File: config.mk
export PLATFORM = sky130hd
export DESIGN_NAME = vec_result
export DESIGN_NICKNAME = d
export VERILOG_FILES = /design/src/vec_pkg.sv /design/src/vec_pipe_slot.sv /design/src/vec_result.sv
export SDC_FILE = /design/constraint.sdc
export NUM_CORES = 1
export LEC_CHECK = 0
export BUFFER_PORTS_ARGS = -buffer_cell sky130_fd_sc_hd__buf_4
export CORE_ASPECT_RATIO = 1.1
export CORE_MARGIN = 4
export CORE_UTILIZATION = 39
export CTS_CLUSTER_SIZE = 25
export DETAILED_ROUTE_END_ITERATION = 8
export PLACE_DENSITY = 0.8
export SLEW_MARGIN = 30
export SYNTH_ARGS = -nofsm -noshare
export SYNTH_HDL_FRONTEND = slang
export SYNTH_SLANG_ARGS = --single-unit
File: constraint.sdc
create_clock -name CLK -period 2.2 [get_ports CLK]
set_clock_uncertainty 0.1 [all_clocks]
set_input_delay 0.11 -clock CLK [delete_from_list [all_inputs] [get_ports CLK]]
set_output_delay 0.11 -clock CLK [all_outputs]
set_load 0.01 [all_outputs]
File: src/vec_pkg.sv
package vec_pkg;

  // datapath sizes
  localparam int ELEN      = 32;
  localparam int VLMAX     = 4;
  localparam int LANES     = 2;
  localparam int NUM_VREGS = 32;

  // major opcode and funct3 classes
  localparam logic [6:0] OPV   = 7'b1010111;
  localparam logic [2:0] OPIVV = 3'b000;
  localparam logic [2:0] OPMVV = 3'b010;
  localparam logic [2:0] OPIVI = 3'b011;
  localparam logic [2:0] OPIVX = 3'b100;
  localparam logic [2:0] OPMVX = 3'b110;

  // funct6 codes
  localparam logic [5:0] F6_VADD        = 6'b000000;
  localparam logic [5:0] F6_VSUB        = 6'b000010;
  localparam logic [5:0] F6_VMINU       = 6'b000100;
  localparam logic [5:0] F6_VMAXU       = 6'b000110;
  localparam logic [5:0] F6_VAND        = 6'b001001;
  localparam logic [5:0] F6_VOR         = 6'b001010;
  localparam logic [5:0] F6_VXOR        = 6'b001011;
  localparam logic [5:0] F6_VSLIDE1UP   = 6'b001110;
  localparam logic [5:0] F6_VSLIDE1DOWN = 6'b001111;
  localparam logic [5:0] F6_VMUNARY0    = 6'b010100;
  localparam logic [5:0] F6_VMV         = 6'b010111;

  // vs1 field selecting vid.v inside VMUNARY0
  localparam logic [4:0] VID_VS1 = 5'b10001;

  typedef logic [ELEN-1:0]              elem_t;
  typedef logic [$clog2(NUM_VREGS)-1:0] vreg_t;
  typedef logic [$clog2(VLMAX)-1:0]     eidx_t;
  typedef logic [2:0]                   vl_t;
  // element offset, wide enough for -1 (wraps to 7) and VLMAX
  typedef logic [2:0]                   vofs_t;

  typedef enum logic [2:0] {
    ALU_ADD, ALU_SUB, ALU_AND, ALU_OR, ALU_XOR, ALU_MINU, ALU_MAXU, ALU_PASSB
  } valu_op_e;

  typedef enum logic [1:0] {SRC_VS1, SRC_XS1, SRC_IMM} opnd_src_e;

  typedef enum logic [1:0] {OFS_NORMAL, OFS_PLUS1, OFS_MINUS1} offset_src_e;

  typedef struct packed {
    logic [31:0] instr;
    elem_t       xs1;
    vl_t         vl;
  } vec_cmd_t;

  typedef struct packed {
    valu_op_e    op;
    vreg_t       vd;
    vreg_t       vs1;
    vreg_t       vs2;
    opnd_src_e   opnd_src;
    offset_src_e offset_src;
    logic        masked;
    logic        is_vid;
    elem_t       b_scalar;
    vl_t         vl;
  } uop_t;

  typedef struct packed {
    valu_op_e                op;
    vreg_t                   vd;
    eidx_t                   eidx;
    elem_t [LANES-1:0]       a;
    elem_t [LANES-1:0]       b;
    logic  [LANES-1:0]       wen;
    logic  [LANES-1:0]       fill;
    elem_t                   fill_val;
    logic                    last;
  } exec_req_t;

  typedef struct packed {
    vreg_t vd;
    eidx_t eidx;
    elem_t data0;
    elem_t data1;
    logic  wen0;
    logic  wen1;
    logic  last;
  } result_t;

endpackage

File: src/vec_pipe_slot.sv
`timescale 1ns/1ps

module vec_pipe_slot #(
  parameter type payload_t = logic
) (
  input  logic     CLK,
  input  logic     nRST,
  input  logic     in_valid,
  output logic     in_ready,
  input  payload_t in,
  output logic     out_valid,
  input  logic     out_ready,
  output payload_t out
);

  // takes a new entry when empty or when draining this cycle
  assign in_ready = ~out_valid | out_ready;

  always_ff @(posedge CLK, negedge nRST) begin
    if (!nRST) begin
      out_valid <= 1'b0;
    end else if (in_ready) begin
      out_valid <= in_valid;
    end
  end

  always_ff @(posedge CLK) begin
    if (in_valid && in_ready) begin
      out <= in;
    end
  end

endmodule

File: src/vec_result.sv
`timescale 1ns/1ps

module vec_result (
  input  logic                                CLK,
  input  logic                                nRST,
  input  logic                                in_valid,
  output logic                                in_ready,
  input  vec_pkg::result_t                    in,
  output logic                                res_valid,
  input  logic                                res_ready,
  output vec_pkg::result_t                    res,
  output logic                                done,
  output vec_pkg::vreg_t                      wr_vd,
  output vec_pkg::eidx_t                      wr_idx,
  output vec_pkg::elem_t [vec_pkg::LANES-1:0] wr_data,
  output logic           [vec_pkg::LANES-1:0] wr_en
);
  import vec_pkg::*;

  logic beat_taken;

  vec_pipe_slot #(.payload_t(result_t)) beat_reg (
    .CLK(CLK), .nRST(nRST),
    .in_valid(in_valid), .in_ready(in_ready), .in(in),
    .out_valid(res_valid), .out_ready(res_ready), .out(res)
  );

  assign beat_taken = res_valid & res_ready;

  // write back only on an accepted beat
  assign wr_vd   = res.vd;
  assign wr_idx  = res.eidx;
  assign wr_data = {res.data1, res.data0};
  assign wr_en   = {res.wen1, res.wen0} & {LANES{beat_taken}};

  assign done = beat_taken & res.last;

endmodule

## Word-level counts from Yosys, hierarchy flattened

Index checks and enable logic that the tools add are counted.

- Output and inout bits: 150
- Input port bits: 78
- Bits in latches: 0
- Memory bits (writable): 0
- Word-level logic and storage cells: 14
- Bits in read-only memories: 0
- Register bits: 75
- Memories kept: 0

- Magnitude comparators: 0
- Equality and inequality tests: 0
- Bitwise operators: 5
- Shift operators: 0
- Reduce and logical (&&, ||, !) cells: 1
- Multipliers: 0
- Div/mod/pow operators: 0
- Muxes and demuxes: 0
- Add/subtract/negate cells: 0

Operators with widths:

| cell | number |
|---|---|
| 1-bit AND | 2 |
| 2-bit AND | 1 |
| 1-bit logical AND | 1 |
| 1-bit NOT | 1 |
| 1-bit bitwise OR | 1 |

## Depth between registers and ports, before layout

- Depth in word-level cells: 3
- Depth in mapped cells: 2
- Gate-level depth less buffers: 2

## Modules after synthesis

From an unflattened synthesis, not the netlist that was laid out.

- Cells, all modules: 152
- Area, all modules: 2,827.7 um2

Modules (own cells, without submodules):

| module | cells an instance | instances | area an instance (um2) | sequential area each (um2) |
|---|---|---|---|---|
| vec_pipe_slot | 78 | 1 | 2,275.9 | 2,247.2 |
| vec_result | 74 | 1 | 551.8 | 0.0 |

## Worst setup path after synthesis

Ideal clock, no wire load.

- Path type: register to register
- Start point: register beat_reg.out_valid
- End point: register beat_reg.out[0] in the netlist's numbering, enable pin
- Slack: 0.549 ns
- Clock period less this slack: 1.651 ns
- Data arrival time: 1.171 ns
- Buffers on the path: 0
- Library setup time: 0.380 ns
- Required time: 1.720 ns
- Stages on the path, launching flop included: 3
- Path through: dfrtp_1 nand2b_4 and2_4

- Word-level cells in the longest chain between the ends: 3

Ends and longest elaborated chain:

| item | RTL line | RTL |
|---|---|---|
| start, declared | vec_pipe_slot.sv:11 | `output logic out_valid,` |
| start signal, assigned | vec_pipe_slot.sv:23 | `out_valid <= in_valid;` |
| 1-bit NOT | vec_pipe_slot.sv:17 | `assign in_ready = ~out_valid \| out_ready;` |
| 1-bit bitwise OR | vec_pipe_slot.sv:17 |  |
| via in_ready | vec_result.sv:7 | `output logic in_ready,` |
| 1-bit logical AND | vec_pipe_slot.sv:28 | `if (in_valid && in_ready) begin` |
| end signal, assigned | vec_pipe_slot.sv:29 | `out <= in;` |
| end, declared | vec_pipe_slot.sv:13 | `output payload_t out` |

The timed path passes the listed nets, and every way through them passes these cells.
A chain may end at the register's enable or synchronous reset.

## Final worst setup path

- Start point: register beat_reg.out_valid
- End point: register beat_reg.out[47] in the netlist's numbering, enable pin

- Word-level cells in the longest chain between the ends: 3

Ends and longest elaborated chain:

| item | RTL line |
|---|---|
| 1-bit NOT | vec_pipe_slot.sv:17 |
| 1-bit bitwise OR | vec_pipe_slot.sv:17 |
| 1-bit logical AND | vec_pipe_slot.sv:28 |

Every way passes these cells.

==> impl_metrics.yaml <==
timing:
  relSlewSlack_pct: 74.6
  fin_setup_tns_ps: 0
  max_freq_mhz: 665
  min_period_ps: 1500
  setup_slack_ps: 695
  rsz0062_at_grt: "false"
  tightest_slew_ps: 381
  setup_viol: 0
  hold_viol: 0
  fin_crit_sh_pct: 68.4
  drv_slew: 0
critical_path:
  crit_arrival_ps: 1400
  path_buf_inv: 1
  cp_top_family: "flip-flops"
  crit_type: "reg2reg"
  crit_chain: "nand2b_4 -> and2_4 -> buf_12"
  endpoint_kind: "flop"
  rrSetupSlack_ps: 700
  crit_slowest_cell: "dfrtp_1"
  critPathLaunchType: "flop"
  crit_required_ps: 2100
  path_max_fanout: 74
  worst_path_largest_cell_delay_ps: 450
floorplan:
  die_area_sq_um: 8680
  ios: 228
  rows: 32
  die_y_microns: 97.3
  initial_core_util_pct: 40.1
  core_area_sq_um: 7050
  die_x_microns: 89.2
global_route:
  grt_pass1_vias: 2320
  grt_max_degree: 75
  grt.overflow.total: 0
  grt_pass1_wl_microns: 12200
  grtUsageTotal_pct: 19.1
  antenna_found_initial: 1
synth:
  synth_top_area_share_pct: 78.6
  yosysWarnings: 0
  netlist_instances: 152
  synth_area_sq_um: 2830
  ys_types: 7
  synth_seq_cells: 75
  yosysSeqAreaShare_pct: 79.5
  synth_fp_nets: 230
  syn_area_per_cell_sq_um: 18.6
  netlist_top_cells_area: "edfxtp_1, buf_4, dfrtp_1"
  synth_area_leader_cell: "edfxtp_1"
routing:
  via_per_inst: 4.25
  postRouteWirelength_microns: 8410
  ant_nets: 0
  first_pass_iters: 4
  post_drt_wl_per_cell_microns: 17.2
  num_vias: 2078
  drt_iter0_drc: 66
  route.detailed.drc: 0
cts:
  cts_buffers: 9
  cts_resized: 0
  cts_tree: "done"
  htree_levels: 3
  cts-root-buf: "clkbuf_8"
  clkTransAtPathRegs_ps: 80
  clk_latency_ps: 340
  clock_sink_count: 75
  ctsLongestPathBuffers: 2
flow_run:
  maxCapViolCount: 0
placement:
  post-place-ws_ps: 718
  place_congestion: 0.713
  hpwlAfterDp_microns: 5320
  numPortBuffers: 227
power_and_ir_drop:
  power_density_nw_per_um2: 704
  leakage_uw: 0.00230
  vdd_drop_max_mv: 0.523
finish:
  layout.nets: 476
  area_delta_synth_final_pct: 82.6
  fillers: 437
  multi_input_area_sq_um: 47.5
  drive_gt1_share_pct: 60.3
  final_util_pct: 73.3
  regArea_sq_um: 2250
outcome:
  status: "finished clean"
worst_hold_path:
  holdCritPathClass: "in2reg"
## cells in the final DEF (no fill, tap or decap)
cell type / count
buf_4: 227
nand2b_4: 1
clkinv_1: 2
diode_2: 1
dfrtp_1: 1
clkbuf_1: 1
nand2b_1: 1
clkbuf_8: 9
and2_4: 1
edfxtp_1: 74
and3_1: 3
dlygate4sd3_1: 78
buf_12: 1
bufinv_16: 4
## per-stage QoR
stage	cell area [sq um]	hold slack (ps)	power (uW)	cells
after detailed placement	4130	-208	2200	394
after floorplan	2830	-286	1940	152
after global placement	4130	-212	2180	394
final	5160	383	3630	489
after CTS	5160	367	3650	488
after global routing	5160	368	3770	489
## registers in the layout, summed over array words and instances (netlist names)
signal and flops:
beat_reg.out_valid 1, beat_reg.out 74
## cells in the mapped netlist, drive strengths merged
cell	instances
buf	71
edfxtp	74
dfrtp	1
and3	3
nand2b	2
and2	1
## repair_timing
item | in CTS | in global routing
endpoints found under the hold margin | 76 | 0
hold buffers | 78 | 0
buffers inserted | 0 | 0
## layer usage
metal | GRT usage, % | part of all wire (%) | vias to the layer above
li1 | - | - | 962
met3 | 8.31 | 13 | 13
met2 | 36.3 | 57 | 138
met4 | 6.76 | 2.0 | 0
met5 | 0 | 0 | -
met1 | 16.9 | 29 | 965
## power breakdown
group | internal [uW] | total (uW) | switching [uW] | leakage, uW
sequential | 1670 | 1710 | 45.8 | 0.000715
clock | 862 | 1350 | 488 | 0.000126
combinational | 353 | 571 | 218 | 0.00146
## logic make-up (layout without fill, tap and decap cells)
family	after synthesis	count (layout)	share of synthesized area, %
buffers and inverters	71	322	18.8
DFF	75	75	79.5
other	0	1	0
and+or+nand+nor	6	6	1.68
## layout make-up
type / instances / area share (%)
tap: 85 / 2.06
sequential: 75 / 43.5
multi-input combinational: 6 / 0.921
clock inverter: 6 / 2.47
antenna: 1 / 0.0485
clock buffer: 10 / 2.47
timing repair buffer: 306 / 48.5
## path summary, 6_finish.rpt
kind,cells past startpoint,start,end
min in group asynchronous,3,nRST,beat_reg.out_valid
max in group asynchronous,3,nRST,beat_reg.out_valid
max,3,beat_reg.out_valid,beat_reg.out[47]
max reg2reg,3,beat_reg.out_valid,beat_reg.out[47]
min,2,in[56],beat_reg.out[56]
min reg2reg,3,beat_reg.out_valid,beat_reg.out[28]
(Power assumes the default switching activity.)
