## src/vec_pkg.sv

```systemverilog
package vec_pkg;

  // datapath sizes
  localparam int ELEN      = 32;
  localparam int VLMAX     = 4;
  localparam int LANES     = 2;
  localparam int NUM_VREGS = 32;

  // major opcode and funct3 classes
  localparam logic [6:0] OPV   = 7'b1010111;
  localparam logic [2:0] OPIVV = 3'b000;
  localparam logic [2:0] OPMVV = 3'b010;
  localparam logic [2:0] OPIVI = 3'b011;
  localparam logic [2:0] OPIVX = 3'b100;
  localparam logic [2:0] OPMVX = 3'b110;

  // funct6 codes
  localparam logic [5:0] F6_VADD        = 6'b000000;
  localparam logic [5:0] F6_VSUB        = 6'b000010;
  localparam logic [5:0] F6_VMINU       = 6'b000100;
  localparam logic [5:0] F6_VMAXU       = 6'b000110;
  localparam logic [5:0] F6_VAND        = 6'b001001;
  localparam logic [5:0] F6_VOR         = 6'b001010;
  localparam logic [5:0] F6_VXOR        = 6'b001011;
  localparam logic [5:0] F6_VSLIDE1UP   = 6'b001110;
  localparam logic [5:0] F6_VSLIDE1DOWN = 6'b001111;
  localparam logic [5:0] F6_VMUNARY0    = 6'b010100;
  localparam logic [5:0] F6_VMV         = 6'b010111;

  // vs1 field selecting vid.v inside VMUNARY0
  localparam logic [4:0] VID_VS1 = 5'b10001;

  typedef logic [ELEN-1:0]              elem_t;
  typedef logic [$clog2(NUM_VREGS)-1:0] vreg_t;
  typedef logic [$clog2(VLMAX)-1:0]     eidx_t;
  typedef logic [2:0]                   vl_t;
  // element offset, wide enough for -1 (wraps to 7) and VLMAX
  typedef logic [2:0]                   vofs_t;

  typedef enum logic [2:0] {
    ALU_ADD, ALU_SUB, ALU_AND, ALU_OR, ALU_XOR, ALU_MINU, ALU_MAXU, ALU_PASSB
  } valu_op_e;

  typedef enum logic [1:0] {SRC_VS1, SRC_XS1, SRC_IMM} opnd_src_e;

  typedef enum logic [1:0] {OFS_NORMAL, OFS_PLUS1, OFS_MINUS1} offset_src_e;

  typedef struct packed {
    logic [31:0] instr;
    elem_t       xs1;
    vl_t         vl;
  } vec_cmd_t;

  typedef struct packed {
    valu_op_e    op;
    vreg_t       vd;
    vreg_t       vs1;
    vreg_t       vs2;
    opnd_src_e   opnd_src;
    offset_src_e offset_src;
    logic        masked;
    logic        is_vid;
    elem_t       b_scalar;
    vl_t         vl;
  } uop_t;

  typedef struct packed {
    valu_op_e                op;
    vreg_t                   vd;
    eidx_t                   eidx;
    elem_t [LANES-1:0]       a;
    elem_t [LANES-1:0]       b;
    logic  [LANES-1:0]       wen;
    logic  [LANES-1:0]       fill;
    elem_t                   fill_val;
    logic                    last;
  } exec_req_t;

  typedef struct packed {
    vreg_t vd;
    eidx_t eidx;
    elem_t data0;
    elem_t data1;
    logic  wen0;
    logic  wen1;
    logic  last;
  } result_t;

endpackage

```

## src/vec_instr_decoder.sv

```systemverilog
`timescale 1ns/1ps

module vec_instr_decoder (
  input  logic [31:0]    instr,
  input  vec_pkg::elem_t xs1,
  input  vec_pkg::vl_t   vl,
  output vec_pkg::uop_t  uop,
  output logic           illegal
);
  import vec_pkg::*;

  logic [5:0] funct6;
  logic [2:0] funct3;
  logic       vm;
  logic       legal;
  elem_t      imm_sext;

  assign funct6   = instr[31:26];
  assign vm       = instr[25];
  assign funct3   = instr[14:12];
  assign imm_sext = {{(ELEN-5){instr[19]}}, instr[19:15]};

  always_comb begin
    legal          = 1'b0;
    uop.op         = ALU_PASSB;
    uop.vd         = instr[11:7];
    uop.vs1        = instr[19:15];
    uop.vs2        = instr[24:20];
    uop.opnd_src   = (funct3 == OPIVV) ? SRC_VS1 : (funct3 == OPIVI) ? SRC_IMM : SRC_XS1;
    uop.offset_src = OFS_NORMAL;
    uop.masked     = ~vm;
    uop.is_vid     = 1'b0;
    uop.b_scalar   = (funct3 == OPIVI) ? imm_sext : xs1;
    uop.vl         = vl;

    if (funct3 == OPIVV || funct3 == OPIVX || funct3 == OPIVI) begin
      case (funct6)
        F6_VADD:  begin uop.op = ALU_ADD;  legal = 1'b1; end
        F6_VAND:  begin uop.op = ALU_AND;  legal = 1'b1; end
        F6_VOR:   begin uop.op = ALU_OR;   legal = 1'b1; end
        F6_VXOR:  begin uop.op = ALU_XOR;  legal = 1'b1; end
        // no vi form for these
        F6_VSUB:  begin uop.op = ALU_SUB;  legal = (funct3 != OPIVI); end
        F6_VMINU: begin uop.op = ALU_MINU; legal = (funct3 != OPIVI); end
        F6_VMAXU: begin uop.op = ALU_MAXU; legal = (funct3 != OPIVI); end
        // vmv.v.x only, vm=0 would be vmerge
        F6_VMV:   legal = (funct3 == OPIVX) && vm && (uop.vs2 == '0);
        default:  legal = 1'b0;
      endcase
    end else if (funct3 == OPMVX) begin
      if (funct6 == F6_VSLIDE1UP) begin
        uop.offset_src = OFS_MINUS1;
        legal          = 1'b1;
      end else if (funct6 == F6_VSLIDE1DOWN) begin
        uop.offset_src = OFS_PLUS1;
        legal          = 1'b1;
      end
    end else if (funct3 == OPMVV) begin
      uop.is_vid = 1'b1;
      legal      = (funct6 == F6_VMUNARY0) && (uop.vs1 == VID_VS1) && (uop.vs2 == '0);
    end

    if (instr[6:0] != OPV) begin
      legal = 1'b0;
    end
  end

  assign illegal = ~legal;

endmodule

```

## src/vec_decode_stage.sv

```systemverilog
`timescale 1ns/1ps

module vec_decode_stage (
  input  logic                                   CLK,
  input  logic                                   nRST,
  input  logic                                   cmd_valid,
  input  vec_pkg::vec_cmd_t                      cmd,
  output logic                                   cmd_ready,
  output logic                                   illegal,
  output logic                                   req_valid,
  input  logic                                   req_ready,
  output vec_pkg::exec_req_t                     req,
  input  logic                                   done,
  output vec_pkg::vreg_t                         vs1_addr,
  output vec_pkg::vofs_t [vec_pkg::LANES-1:0]    vs1_ofs,
  output vec_pkg::vreg_t                         vs2_addr,
  output vec_pkg::vofs_t [vec_pkg::LANES-1:0]    vs2_ofs,
  input  vec_pkg::elem_t [vec_pkg::LANES-1:0]    vs1_data,
  input  vec_pkg::elem_t [vec_pkg::LANES-1:0]    vs2_data,
  input  logic           [vec_pkg::VLMAX-1:0]    v0_mask
);
  import vec_pkg::*;

  uop_t              dec_uop, uop;
  logic              dec_illegal;
  logic              cmd_fire;
  logic              busy, active;
  eidx_t             cnt;
  vofs_t [LANES-1:0] idx;
  logic              last;

  vec_instr_decoder instr_dec (
    .instr(cmd.instr), .xs1(cmd.xs1), .vl(cmd.vl),
    .uop(dec_uop), .illegal(dec_illegal)
  );

  assign cmd_ready = ~busy;
  assign cmd_fire  = cmd_valid & cmd_ready;
  assign req_valid = active;

  // busy holds off the next command until the final beat drains
  always_ff @(posedge CLK, negedge nRST) begin
    if (!nRST) begin
      busy    <= 1'b0;
      active  <= 1'b0;
      cnt     <= '0;
      illegal <= 1'b0;
    end else begin
      illegal <= cmd_fire & dec_illegal;
      if (cmd_fire && !dec_illegal) begin
        busy   <= 1'b1;
        active <= 1'b1;
        cnt    <= '0;
      end else begin
        if (done) begin
          busy <= 1'b0;
        end
        if (req_valid && req_ready) begin
          cnt <= cnt + eidx_t'(LANES);
          if (last) begin
            active <= 1'b0;
          end
        end
      end
    end
  end

  always_ff @(posedge CLK) begin
    if (cmd_fire && !dec_illegal) begin
      uop <= dec_uop;
    end
  end

  // element indices of this pair
  always_comb begin
    for (int l = 0; l < LANES; l++) begin
      idx[l] = vofs_t'(cnt) + vofs_t'(l);
    end
  end

  assign last = (vofs_t'(cnt) + vofs_t'(LANES)) >= uop.vl;

  assign vs1_addr = uop.vs1;
  assign vs2_addr = uop.vs2;
  assign vs1_ofs  = idx;

  always_comb begin
    for (int l = 0; l < LANES; l++) begin
      case (uop.offset_src)
        OFS_PLUS1:  vs2_ofs[l] = idx[l] + 3'd1;
        // element 0 wraps to 7, which reads as out of range
        OFS_MINUS1: vs2_ofs[l] = idx[l] - 3'd1;
        default:    vs2_ofs[l] = idx[l];
      endcase
    end
  end

  always_comb begin
    req.op       = uop.op;
    req.vd       = uop.vd;
    req.eidx     = cnt;
    req.fill_val = uop.b_scalar;
    req.last     = last;
    for (int l = 0; l < LANES; l++) begin
      req.a[l] = vs2_data[l];
      if (uop.is_vid) begin
        req.b[l] = elem_t'(idx[l]);
      end else if (uop.offset_src != OFS_NORMAL) begin
        // slides pass the shifted vs2 element
        req.b[l] = vs2_data[l];
      end else if (uop.opnd_src == SRC_VS1) begin
        req.b[l] = vs1_data[l];
      end else begin
        req.b[l] = uop.b_scalar;
      end
      req.wen[l]  = (idx[l] < uop.vl) && (!uop.masked || v0_mask[idx[l][1:0]]);
      req.fill[l] = (uop.offset_src != OFS_NORMAL) && (vs2_ofs[l] >= uop.vl);
    end
  end

endmodule

```

## config.mk

```make
export PLATFORM = sky130hd
export DESIGN_NAME = vec_decode_stage
export DESIGN_NICKNAME = d
export VERILOG_FILES = /design/src/vec_pkg.sv /design/src/vec_instr_decoder.sv /design/src/vec_decode_stage.sv
export SDC_FILE = /design/constraint.sdc
export NUM_CORES = 1
export LEC_CHECK = 0
export BUFFER_PORTS_ARGS = -buffer_cell sky130_fd_sc_hd__buf_2
export CAP_MARGIN = 20
export CORE_AREA = 5 5 153 155
export DETAILED_ROUTE_END_ITERATION = 10
export DIE_AREA = 0 0 158 160
export SLEW_MARGIN = 40
export SYNTH_ARGS = -nofsm -noshare
export SYNTH_HDL_FRONTEND = slang
export SYNTH_SLANG_ARGS = --single-unit
export TNS_END_PERCENT = 1
```

## constraint.sdc

```tcl
create_clock -name CLK -period 5.95 [get_ports CLK]
set_input_delay 0.2975 -clock CLK [delete_from_list [all_inputs] [get_ports CLK]]
set_output_delay 0.2975 -clock CLK [all_outputs]
set_load 0.005 [all_outputs]
```

# [Yosys cells after proc, flatten, opt, wreduce, memory -nomap -nowiden]
# Cells that the tools add are included.
[word_totals] register_bits=64 in_bits=204 out_inout_bits=200 elab_cells=114
[classes] n_addsub=6 order_cmp=7 eq_ne=19 muxes=32 bitwise_logic=6 n_reduce_logical=29
[ops] operator="32-bit two-way mux" n=7
[ops] operator="6-bit by 4-bit equality test with 1-bit output, second input constant" n=5
[ops] operator="3-bit case mux with 7 select lines" n=1
[ops] operator="1-bit two-way mux" n=15
[ops] operator="6-bit by 3-bit equality test with 1-bit output, second input constant" n=2
[ops] operator="6-bit by 5-bit equality test with 1-bit output, second input constant" n=2
[ops] operator="3-bit case mux with 2 select lines" n=2
[ops] operator="1-bit logical AND" n=10
[ops] operator="3-bit >= comparator" n=3
[ops] operator="2-bit two-way mux" n=4
[ops] operator="2-bit nonzero test" n=4
[ops] operator="7-bit != test, second input constant" n=1
[ops] operator="3-bit by 2-bit equality test with 1-bit output, second input constant" n=2
[ops] operator="3-bit equality test, second input constant" n=2
[ops] operator="6-bit by 2-bit equality test with 1-bit output, second input constant" n=1
[ops] operator="6-bit zero test" n=1
[ops] operator="2-bit by 3-bit < comparator with 1-bit output, second input constant" n=2
[ops] operator="3-bit OR reduction" n=2
[ops] operator="5-bit equality test, second input constant" n=1
[ops] operator="5-bit zero test" n=1
[ops] operator="1-bit binary-select mux with 2-bit select" n=2
[ops] operator="1-bit logical OR" n=4
[ops] operator="1-bit inverter" n=4
[ops] operator="2-bit OR reduction" n=2
[ops] operator="18 further kinds" n=19

# [Logic depth before layout (Yosys ltp)]
[depth] word_depth=10 ltp_mapped=9 mapped_depth_nobuf=9

# [Cells and area by module]
# Synthesis repeated with hierarchy kept, for this count alone.
[unflattened] cells_unflattened=654 area_unflattened_um2=5435.2
[modules_own_cells] module="vec_decode_stage" n_inst=1 cells_per_inst=512 area_per_inst_um2=4712.0 seq_area_each_um2=1871.8
[modules_own_cells] module="vec_instr_decoder" n_inst=1 cells_per_inst=142 area_per_inst_um2=723.2 seq_area_each_um2=0.0

# [Least setup slack after synthesis]
# Ideal clock, no wire load.
[synth_timing] path_kind="input-to-reg" startpoint="in cmd[62] (netlist name)" endpoint="reg uop (netlist bit req[10]), enable pin" setup_ps=549 arrival_time_ps=5129 setup_slack_ps=272 stages=6 n_path_buf=1 cell_sequence="buf_6 > o21ai_0 > nand2_1 > a211oi_1 > nor3_1 > nor3_1"
[synth_via] elab_chain_cells=8
[synth_lines] item="start: declaration" line_no="vec_decode_stage.sv:7" source="input vec_pkg::vec_cmd_t cmd,"
[synth_lines] item="6-bit by 5-bit equality test with 1-bit output" line_no="vec_instr_decoder.sv:60" source="legal = (funct6 == F6_VMUNARY0) && (uop.vs1 == VID_VS1) && (uop.vs2 == '0);"
[synth_lines] item="1-bit logical AND (2 in series)" line_no="vec_instr_decoder.sv:60"
[synth_lines] item="1-bit two-way mux" line_no="vec_instr_decoder.sv:58" source="end else if (funct3 == OPMVV) begin"
[synth_lines] item="1-bit two-way mux" line_no="vec_instr_decoder.sv:50" source="end else if (funct3 == OPMVX) begin"
[synth_lines] item="1-bit two-way mux (*)" line_no="vec_instr_decoder.sv:36" source="if (funct3 == OPIVV || funct3 == OPIVX || funct3 == OPIVI) begin"
[synth_lines] item="1-bit two-way mux (*)" line_no="vec_instr_decoder.sv:63" source="if (instr[6:0] != OPV) begin"
[synth_lines] item="1-bit logical AND (*)" line_no="vec_decode_stage.sv:69" source="if (cmd_fire && !dec_illegal) begin"
[synth_lines] item="end signal: assignment" line_no="vec_decode_stage.sv:70" source="uop <= dec_uop;"
[synth_lines] item="end: declaration" line_no="vec_decode_stage.sv:24" source="uop_t dec_uop, uop;"
# Mark *: on every way between the ends. The rest lies on a longest branch, timed or not.
# A chain may end at the register's enable or synchronous reset.

==> run metrics <==
category of the most critical setup path=register to output port; most used cells in the layout excluding fill and tap cells=buf_2 (398), nand2_1 (80), nor2_1 (73); number of top-level design ports=404; post-synth cell types=48; routed length per placed instance=18.3 microns; CTS Root Cell=clkbuf_16; setup repair after global routing missed its margin=no; portion of netlist area occupied by mux cells=0.383%; total count of max-transition violations in the final report=0; core outline area=21700 sq um; worst reg2reg setup slack=4120 ps; overall routing resource usage=15.7%; utilization of the core after routing=32.0%; main flop type after synthesis=edfxtp_1; Worst EP arrival=2740 ps; simple-gate share of the synthesized area=20.3%; proportion of layout cells with a drive suffix above 1=48.9%; worst hold path stage count=1; share of flip-flops with an asynchronous set or reset=6.35%; # port buffers=398; cell area after synthesis=5230 sq um; pin count of the biggest net entering global routing=79; placed cell count=1154; syn_area_per_cell=8.36 sq um; end point of the worst hold path=req[168]$_DFFE_PP_; placed standard-cell area=6590 sq um; register cell area after layout=1870 sq um; count of nets left with antenna violations after detail routing=0; wire length of the first global-routing pass=30.2 mm; total negative slack for setup checks=0 ps; status=completed; capturing point of the worst reg2reg path=req_valid$_DFFE_PN0P_; hold wc startpoint=cmd[43]; Routability Congestion=0.869; total clock buffers created by CTS=9; start of the worst register-to-register path=cnt[1]$_DFFE_PN0P_; die span in x=158 microns; number of enable-type register cells in the synthesized netlist=59; final worst path period share=51.1%; routed vias/inst=4.49; length of the first detailed-routing pass in iterations=5; Seq/Total Area, Yosys=35.8%; number of max-cap violations=0; detailed-placement wirelength estimate=17.9 mm; Layout Cells excl Fill=1173; number of levels in the clock H-tree=3; number of fill cells in the layout=2347; most common cell after layout, fill and taps aside=buf_2; die outline area=25300 sq um; clock-pin slew on the worst setup and hold paths=60 ps; Area growth, synth to finish=32.6%; headroom to the max-slew limit=49.6%; area share of xor/xnor cells in the synthesized design=0.502%; post-route standard cell area excluding fillers=6940 sq um; worst clock skew=5.94 ps; Reg2Reg Depth=7; data required time of the critical path=5650 ps; Worst IR Drop VDD=120 uV; number of rows in the core area=54; Seq cells post-synth=63; P_leak=3.40 nW; Max FO, Critical Path=78; Period minus WS final=3040 ps; final setup violation count=0; routed via count=5271; power density over the cells=182 nW/um^2; Synth warnings=0; area taken by multi-input logic gates=2270 sq um; Iteration-0 DRC Markers=387; fmax=0.329 GHz; Fin. Hold Viols=0; Hold WC Path Type=input port to register; critical path startpoint category=register; slew at the pin with the worst max-slew slack=756 ps; vias in the first global route=5074; clock tree from TritonCTS=built; largest family of logic cells by synthesized area=buffers and inverters; initial core utilization=24.1%; total power=1.26 mW; adder and majority cell fraction of the synthesized area=3.35%; Worst-Skew Late Latency=340 ps; number of antenna violations at the first check in global routing=2; GR Overflow Total=0; Setup Fix Bufs, Post-CTS=0; Max Root-Sink Buffers=2; DIE HEIGHT=160 microns; count of clock tree sinks=63; overall routed net length=21.5 mm; complex-gate fraction of the synthesized area=18.2%; Mapped Cells=626; DRC violation count after routing=0; number of nets at the end of the flow=1105; Crit. End Element=output port
## worst max-delay path, cell delays in order (launching register included)
cell and delay (ps):
edfxtp_1 420, nor2_4 410, buf_4 660, nor2b_1 150
a21oi_1 400, a211oi_1 140, buf_2 160
## registers in the layout (all words and copies together), names as in the netlist
| name | count |
|---|---|
| illegal | 1 |
| req_valid | 1 |
| uop | 9 |
| cnt | 1 |
| req | 40 |
| vs1_addr | 5 |
| busy | 1 |
| vs2_addr | 5 |
## metal layers
metal / vias up / share of wire [%] / track usage [%]
li1: 2568 / - / -
met1: 2415 / 40 / 19.4
met2: 260 / 48 / 26.8
met3: 26 / 9.5 / 4.28
met4: 2 / 2.0 / 4.54
met5: - / 0.061 / 0
## cell families after synthesis
kind of cell,Yosys count
mux,2
flops,63
xor+xnor,3
compound gates,150
fa+ha+maj,14
simple gates,221
other cells,2
buf+inv,171
## stage by stage
step	hold WS (ps)	setup slack, ps
after floorplan	1.91	272
after global placement	107	3190
after detailed placement	107	3200
after CTS	106	2820
after global routing	108	2670
final	130	2910
## cells in the mapped netlist, types with 3 or more instances
master | n | area share (%)
buf_4 | 122 | 18
nand2_1 | 80 | 5.7
nor2_1 | 74 | 5.3
a21oi_1 | 66 | 6.3
a211oi_1 | 62 | 8.9
edfxtp_1 | 59 | 34
nor2b_1 | 35 | 4.2
clkbuf_1 | 27 | 1.9
ha_1 | 14 | 3.3
inv_1 | 10 | 0.72
buf_2 | 9 | 0.86
o21ai_0 | 8 | 0.77
nor3_1 | 7 | 0.67
dfrtp_1 | 4 | 1.9
nand2b_1 | 4 | 0.48
nand4_1 | 3 | 0.36
xnor2_1 | 3 | 0.50
## repair_timing
item | in CTS | in global routing
resized for setup | 0 | 0
hold buffers | 1 | 0
endpoints found under the hold margin | 4 | 0
## final cells by class
type                            instances  share of cell area [%]
Tap cell                              280                    5.05
Inverter                               11                   0.631
Clock inverter                          5                    1.17
Clock buffer                           11                    3.36
Antenna cell                            1                  0.0361
Sequential cell                        63                    27.0
Multi-Input combinational cell        395                    32.8
Timing Repair Buffer                  407                    30.0
## where the power goes
part	switching (mW)	total, mW	internal, mW
sequential	0.00519	0.493	0.488
combinational	0.0957	0.197	0.101
clock	0.203	0.571	0.368
total	0.304	1.26	0.956
## worst max-delay path by stage
stage / startpoint / end / cells past startpoint
after floorplan: cmd[62] / req[10]$_DFFE_PP_ / 6
after global placement: uop[40]$_SDFFCE_PP0P_ / req[71] / 6
after detailed placement: uop[40]$_SDFFCE_PP0P_ / req[71] / 6
after CTS: uop[40]$_SDFFCE_PP0P_ / req[71] / 6
after global routing: uop[40]$_SDFFCE_PP0P_ / req[71] / 6
final: uop[40]$_SDFFCE_PP0P_ / req[71] / 6
No activity file was read; power rests on OpenSTA's default activity.
